[src/hw/nnTypesPkg.sv]
package nnTypesPkg;

	// every activation is a signed 32-bit word
	localparam int ActBits = 32;

	// inputs and outputs use 13 fraction bits, so 8192 stands for 1.0
	localparam int FracBits = 13;

	// the ReLU keeps this many bits of the sum, starting at FracBits
	localparam int OutBits = 16;

	typedef logic signed [ActBits-1:0] activation_t;

	// in0 sits in the low word, so the struct lines up with an array indexed from 0
	typedef struct packed {
		activation_t in3;
		activation_t in2;
		activation_t in1;
		activation_t in0;
	} inputVector_t;

	typedef struct packed {
		activation_t out1;
		activation_t out0;
	} outputVector_t;

endpackage

[src/hw/nnWeightsPkg.sv]
package nnWeightsPkg;

	import nnTypesPkg::*;

	localparam int InputCount = 4;
	localparam int HiddenCount = 3;
	localparam int OutputCount = 2;

	// weights have 13 fraction bits, like the activations they multiply
	localparam activation_t [0:HiddenCount-1][0:InputCount-1] hiddenWeights = '{
		'{
			4096,
			-2458,
			1638,
			819
		},
		'{
			-1229,
			3277,
			2048,
			-4096
		},
		'{
			2867,
			1024,
			-3686,
			1434
		}
	};

	// biases are added straight to the products, so they carry 26 fraction bits
	localparam activation_t [0:HiddenCount-1] hiddenBias = '{
		33554432,
		-16777216,
		20132659
	};

	localparam activation_t [0:OutputCount-1][0:HiddenCount-1] outputWeights = '{
		'{
			3686,
			-2048,
			2458
		},
		'{
			-1638,
			2867,
			1229
		}
	};

	localparam activation_t [0:OutputCount-1] outputBias = '{
		13421773,
		-6710886
	};

endpackage

[src/hw/neuron.sv]
`timescale 1ns/1ps

module neuron
	import nnTypesPkg::*;
#(
	parameter int InputCount = 4,
	parameter activation_t [0:InputCount-1] Weights = '0,
	parameter activation_t Bias = '0
)
(
	input logic clk,
	input logic reset,
	input activation_t [InputCount-1:0] inputs,
	output activation_t result
);

	// each product keeps only its low 32 bits, so large operands wrap around
	activation_t [InputCount-1:0] products;
	activation_t macSum;
	activation_t sum;
	activation_t rescaled;

	if (InputCount < 1)
	begin : badInputCount
		$error("neuron needs at least one input");
	end

	if (FracBits + OutBits > ActBits)
	begin : badRescale
		$error("rescaled field does not fit in an activation word");
	end

	// a negative sum clips to zero, otherwise the field above the fraction bits is kept
	function automatic activation_t reluRescale(activation_t value);
		activation_t scaled;
		scaled = '0;
		if (!value[ActBits-1])
		begin
			scaled[OutBits-1:0] = value[FracBits +: OutBits];
		end
		return scaled;
	endfunction

	always_comb
	begin
		for (int i = 0; i < InputCount; i++)
		begin
			products[i] = inputs[i] * Weights[i];
		end
	end

	always_comb
	begin
		macSum = Bias;
		for (int i = 0; i < InputCount; i++)
		begin
			macSum = macSum + products[i];
		end
	end

	assign rescaled = reluRescale(sum);

	// sum is the second pipeline stage of a layer, result the third
	always_ff @(posedge clk)
	begin
		if (reset)
		begin
			sum <= '0;
			result <= '0;
		end
		else
		begin
			sum <= macSum;
			result <= rescaled;
		end
	end

	// the output field is only OutBits wide, nothing may show above it
	upperBitsClear: assert property (
		@(posedge clk) disable iff (reset)
		result[ActBits-1:OutBits] == '0
	);

	// a negative sum must come out as zero one edge later
	negativeGivesZero: assert property (
		@(posedge clk) disable iff (reset)
		sum[ActBits-1] |=> result == '0
	);

endmodule

[src/hw/denseLayer.sv]
`timescale 1ns/1ps

module denseLayer
	import nnTypesPkg::*;
#(
	parameter int InputCount = 4,
	parameter int NeuronCount = 3,
	parameter activation_t [0:NeuronCount-1][0:InputCount-1] Weights = '0,
	parameter activation_t [0:NeuronCount-1] Bias = '0
)
(
	input logic clk,
	input logic reset,
	input activation_t [InputCount-1:0] inputs,
	output activation_t [NeuronCount-1:0] results
);

	// one capture register for the whole layer, all neurons read the same copy
	activation_t [InputCount-1:0] captured;

	always_ff @(posedge clk)
	begin
		if (reset)
		begin
			captured <= '0;
		end
		else
		begin
			captured <= inputs;
		end
	end

	for (genvar n = 0; n < NeuronCount; n++)
	begin : neurons
		neuron #(
			.InputCount(InputCount),
			.Weights(Weights[n]),
			.Bias(Bias[n])
		) node (
			.clk(clk),
			.reset(reset),
			.inputs(captured),
			.result(results[n])
		);
	end

	capturedClearedByReset: assert property (
		@(posedge clk)
		reset |=> captured == '0
	);

endmodule

[src/hw/mlpInference.sv]
`timescale 1ns/1ps

module mlpInference
	import nnTypesPkg::*;
	import nnWeightsPkg::*;
(
	input logic clk,
	input logic reset,
	input inputVector_t features,
	output outputVector_t scores
);

	activation_t [InputCount-1:0] featureArray;
	activation_t [HiddenCount-1:0] hiddenArray;
	activation_t [OutputCount-1:0] scoreArray;

	always_comb
	begin
		featureArray[0] = features.in0;
		featureArray[1] = features.in1;
		featureArray[2] = features.in2;
		featureArray[3] = features.in3;
	end

	// each layer adds three edges, so a vector reaches scores six edges after it is sampled
	denseLayer #(
		.InputCount(InputCount),
		.NeuronCount(HiddenCount),
		.Weights(hiddenWeights),
		.Bias(hiddenBias)
	) hiddenLayer (
		.clk(clk),
		.reset(reset),
		.inputs(featureArray),
		.results(hiddenArray)
	);

	denseLayer #(
		.InputCount(HiddenCount),
		.NeuronCount(OutputCount),
		.Weights(outputWeights),
		.Bias(outputBias)
	) outputLayer (
		.clk(clk),
		.reset(reset),
		.inputs(hiddenArray),
		.results(scoreArray)
	);

	always_comb
	begin
		scores.out0 = scoreArray[0];
		scores.out1 = scoreArray[1];
	end

endmodule

[config.mk]
export PLATFORM = sky130hd
export DESIGN_NAME = mlpInference
export DESIGN_NICKNAME = d
export VERILOG_FILES = /design/src/hw/nnTypesPkg.sv /design/src/hw/nnWeightsPkg.sv /design/src/hw/neuron.sv /design/src/hw/denseLayer.sv /design/src/hw/mlpInference.sv
export SDC_FILE = /design/constraint.sdc
export NUM_CORES = 2
export LEC_CHECK = 0
export ABC_CLOCK_PERIOD_IN_PS = 11500
export BUFFER_PORTS_ARGS = -buffer_cell sky130_fd_sc_hd__buf_2
export CORE_UTILIZATION = 44
export CTS_BUF_LIST = sky130_fd_sc_hd__clkbuf_2 sky130_fd_sc_hd__clkbuf_4 sky130_fd_sc_hd__clkbuf_8
export DETAILED_ROUTE_END_ITERATION = 7
export PLACE_DENSITY_LB_ADDON = 0.3
export SYNTH_ARGS = -nofsm -noshare
export SYNTH_HDL_FRONTEND = slang
export SYNTH_SLANG_ARGS = --single-unit
[constraint.sdc]
create_clock -name clk -period 11.5 [get_ports clk]
set_input_delay 2.3 -clock clk [delete_from_list [all_inputs] [get_ports clk]]
set_output_delay 2.3 -clock clk [all_outputs]
set_load 0.01 [all_outputs]
==> run metrics <==
number of top-level pins=194; effective utilization at floorplan=44.4%; DIE AREA=168000 sq um; clock tree root buffer cell=clkbuf_8; area post-placement=77200 sq um; DRC marker count from the first detailed-route iteration=2214; Final Max Slew Viols=0; deepest level of the CTS H-tree=3; insertion delay of the later-clocked pin in the worst-skew pair=0.83 ns; top fanout value on the critical path=7; portion of the post-synthesis area used by sequential elements=9.28%; Antenna Nets Post-Route=0; finished layout cell area=78900 sq um; reg-to-reg slack, setup=0.49 ns; GP Congestion=0.952; clk_skew=0.0606 ns; final worst path period need=11.01 ns; #FFs+latches synth=340; post-synthesis instance area=73400 sq um; async set-reset flop share out of synthesis=0%; minimum hold slack=0.382 ns; failing checks=design-rule violations; type of the setup path with the least slack=reg -> reg; arrival time at the worst endpoint=11.68 ns; Yosys Warn Count=0; Slew headroom=33.4%; outcome=complete, but fails checks; per-instance average area after synthesis=9.87 sq um; DRC=4; worst r2r src=hiddenLayer.captured[35]$_SDFF_PP0_; area share of the largest cell type after synthesis=39.1%; post-detailed-routing wire length=199000 microns; CTS Sinks=340; number of global-route vias before repair=52511; area of the core=165000 sq um; overall track demand over capacity in global routing=24.6%; I/O Buffers=160; Max Freq=90.8 MHz; number of cells produced by synthesis=7430; die extent in y=410 microns; Yosys cell types=72; post-synthesis to final-layout area growth=7.60%; endpoint type of the worst setup path=flop; final hold vios=0; reg2reg end=hiddenLayer.neurons[0].node.sum[31]$_SDFF_PP0_; Slowest-stage cell, CP=dfxtp_1; Final nets=10630; ratio of final minimum period to clock period=95.7%; Max clock buf depth=3; maximum number of pins on one net before global-route repair=102; first-pass GRT wire length=306000 microns; DR pass1 iterations=8; TritonCTS clock tree=yes; Post-CTS Hold Fix Bufs=0; clock-pin slew reported for the worst setup and hold paths after clock tree synthesis=0.07 ns; type of the tightest min-delay check=reg -> reg; worst r2r path cells=40; antenna violations before repair=13; Area contributors post-synth=fa_1 39%, ha_1 23%, inv_1 13%; worst hold endpoint=hiddenLayer.neurons[0].node.result[4]$_SDFF_PP0_; Vias per Instance=4.86; Most Frequent Cell on Critical Path=inv_1; top flip-flop cell by instance count after synthesis=dfxtp_1; total of endpoints with negative setup slack in the final report=0; required time at the endpoint of the critical path=12.17 ns; layout cells sized above 1=5.13%; slowest stage delay, CP=0.64 ns; Least-Margin Pin Slew=0.998 ns; count of cells along the worst hold path=1; final core area utilization=47.8%; number of synthesized flops with an enable pin=0; max-capacitance violation count=0; Remaining Overflow, GRT=0; total number of vias=48347; number of filler cells placed in the layout=15803; estimated wirelength of the detail-placed design=180000 microns; num rows=149; hold_sp=hiddenLayer.neurons[0].node.sum[17]$_SDFF_PP0_; CP startpoint kind=flop; die outline width=410 microns; Yosys top cell by area=fa_1; number of clock buffers inserted by TritonCTS=68; post-detailed-route wirelength per cell=20.0 microns
[layout make-up]
cell class	count	area (sq um)	area share (%)
well taps	2189	2740	3.47
multi-input cells	4548	56900	72.1
clock buffers	92	1200	1.52
diodes	8	20.0	0.0254
inverters	2504	9400	11.9
flip-flops and latches	340	6810	8.63
repair buffers	237	1390	1.76
clock inverters	32	467	0.591
[how the worst max path moves through the flow]
stage / end / start / cells after the start / slack (ns)
3_5_place_dp: hiddenLayer.neurons[2].node.sum[31]$_SDFF_PP0_ / hiddenLayer.captured[107]$_SDFF_PP0_ / 38 / 0.18
4_1_cts: hiddenLayer.neurons[2].node.sum[31]$_SDFF_PP0_ / hiddenLayer.captured[107]$_SDFF_PP0_ / 38 / 0.11
6_report: hiddenLayer.neurons[0].node.sum[31]$_SDFF_PP0_ / hiddenLayer.captured[35]$_SDFF_PP0_ / 40 / 0.49
5_1_grt: hiddenLayer.neurons[2].node.sum[31]$_SDFF_PP0_ / hiddenLayer.captured[107]$_SDFF_PP0_ / 38 / -0.01
3_3_place_gp: hiddenLayer.neurons[2].node.sum[31]$_SDFF_PP0_ / hiddenLayer.captured[107]$_SDFF_PP0_ / 38 / 0.26
2_1_floorplan: hiddenLayer.neurons[2].node.sum[31]$_SDFF_PP0_ / hiddenLayer.captured[106]$_SDFF_PP0_ / 40 / 1.24
[cells in the final DEF (no fill, tap or decap), types with 119 or more instances in the layout]
master	instances
xor2_1	119
fa_1	1431
nor2_1	200
ha_1	1370
inv_1	2503
buf_2	159
nor2b_1	205
dfxtp_1	335
xnor2_1	245
a21oi_1	163
[synth_stat cells (20+ instances only)]
cell      count
a211oi_1     33
a21o_1       69
a21oi_1     164
and2_1       90
buf_4        32
clkbuf_1     36
dfxtp_1     340
fa_1       1431
ha_1       1370
inv_1      2504
nand2_1      86
nand2b_1     29
nand3_1      54
nor2_1      200
nor2b_1     205
nor3_1       51
o21a_1       33
o21ai_0      93
o21bai_1     26
or3_1        20
xnor2_1     245
xor2_1      119
[metal layers]
metal | track usage, % | part of all wire (%) | vias to the layer above
li1 | - | - | 22678
met1 | 29.4 | 40 | 24380
met2 | 44.3 | 51 | 998
met3 | 2.92 | 4.1 | 289
met4 | 10.2 | 4.9 | 2
met5 | 0 | 0.010 | -
[cells by family after synthesis]
group,after synthesis,synth area share (%)
adder cells (fa/ha/maj),2801,62.4
buffers and inverters,2573,13.3
AND/OR/NAND/NOR,804,5.77
AO/OA/AOI/OAI,541,4.72
XOR/XNOR,366,4.41
flip-flops,340,9.28
multiplexers,4,0.0546
other,1,0.00511
[flip-flops by register name (all words and copies together) (netlist names)]
signal,cells
hiddenLayer.neurons.node.sum,51
hiddenLayer.neurons.node.result,48
hiddenLayer.captured,127
outputLayer.neurons.node.sum,34
outputLayer.captured,48
outputLayer.neurons.node.result,32
[critical path: cells and delay by family, from the launching register on]
kind / cells / cell delay, ns
XOR/XNOR: 3 / 0.56
flip-flops: 1 / 0.64
buffers and inverters: 8 / 0.37
AO/OA/AOI/OAI: 12 / 3.23
AND/OR/NAND/NOR: 3 / 0.44
adder cells (fa/ha/maj): 14 / 5.60
[per-stage QoR]
step           std cells  setup slack [ns]  TNS [ns]
2_1_floorplan       7461              1.24         0
3_3_place_gp        9816             0.258         0
3_5_place_dp        9816             0.184         0
4_1_cts             9940             0.113         0
5_1_grt             9947          -0.00968  -0.00968
6_report            9950             0.490         0
[repair_timing]
item                                    CTS  global route
gates resized for setup                   0            10
endpoints found under the setup margin    0             1
buffers inserted                          0             2
Power is not shown: default switching activity piles up to over one toggle a cycle in this logic, so the estimate is an artifact.
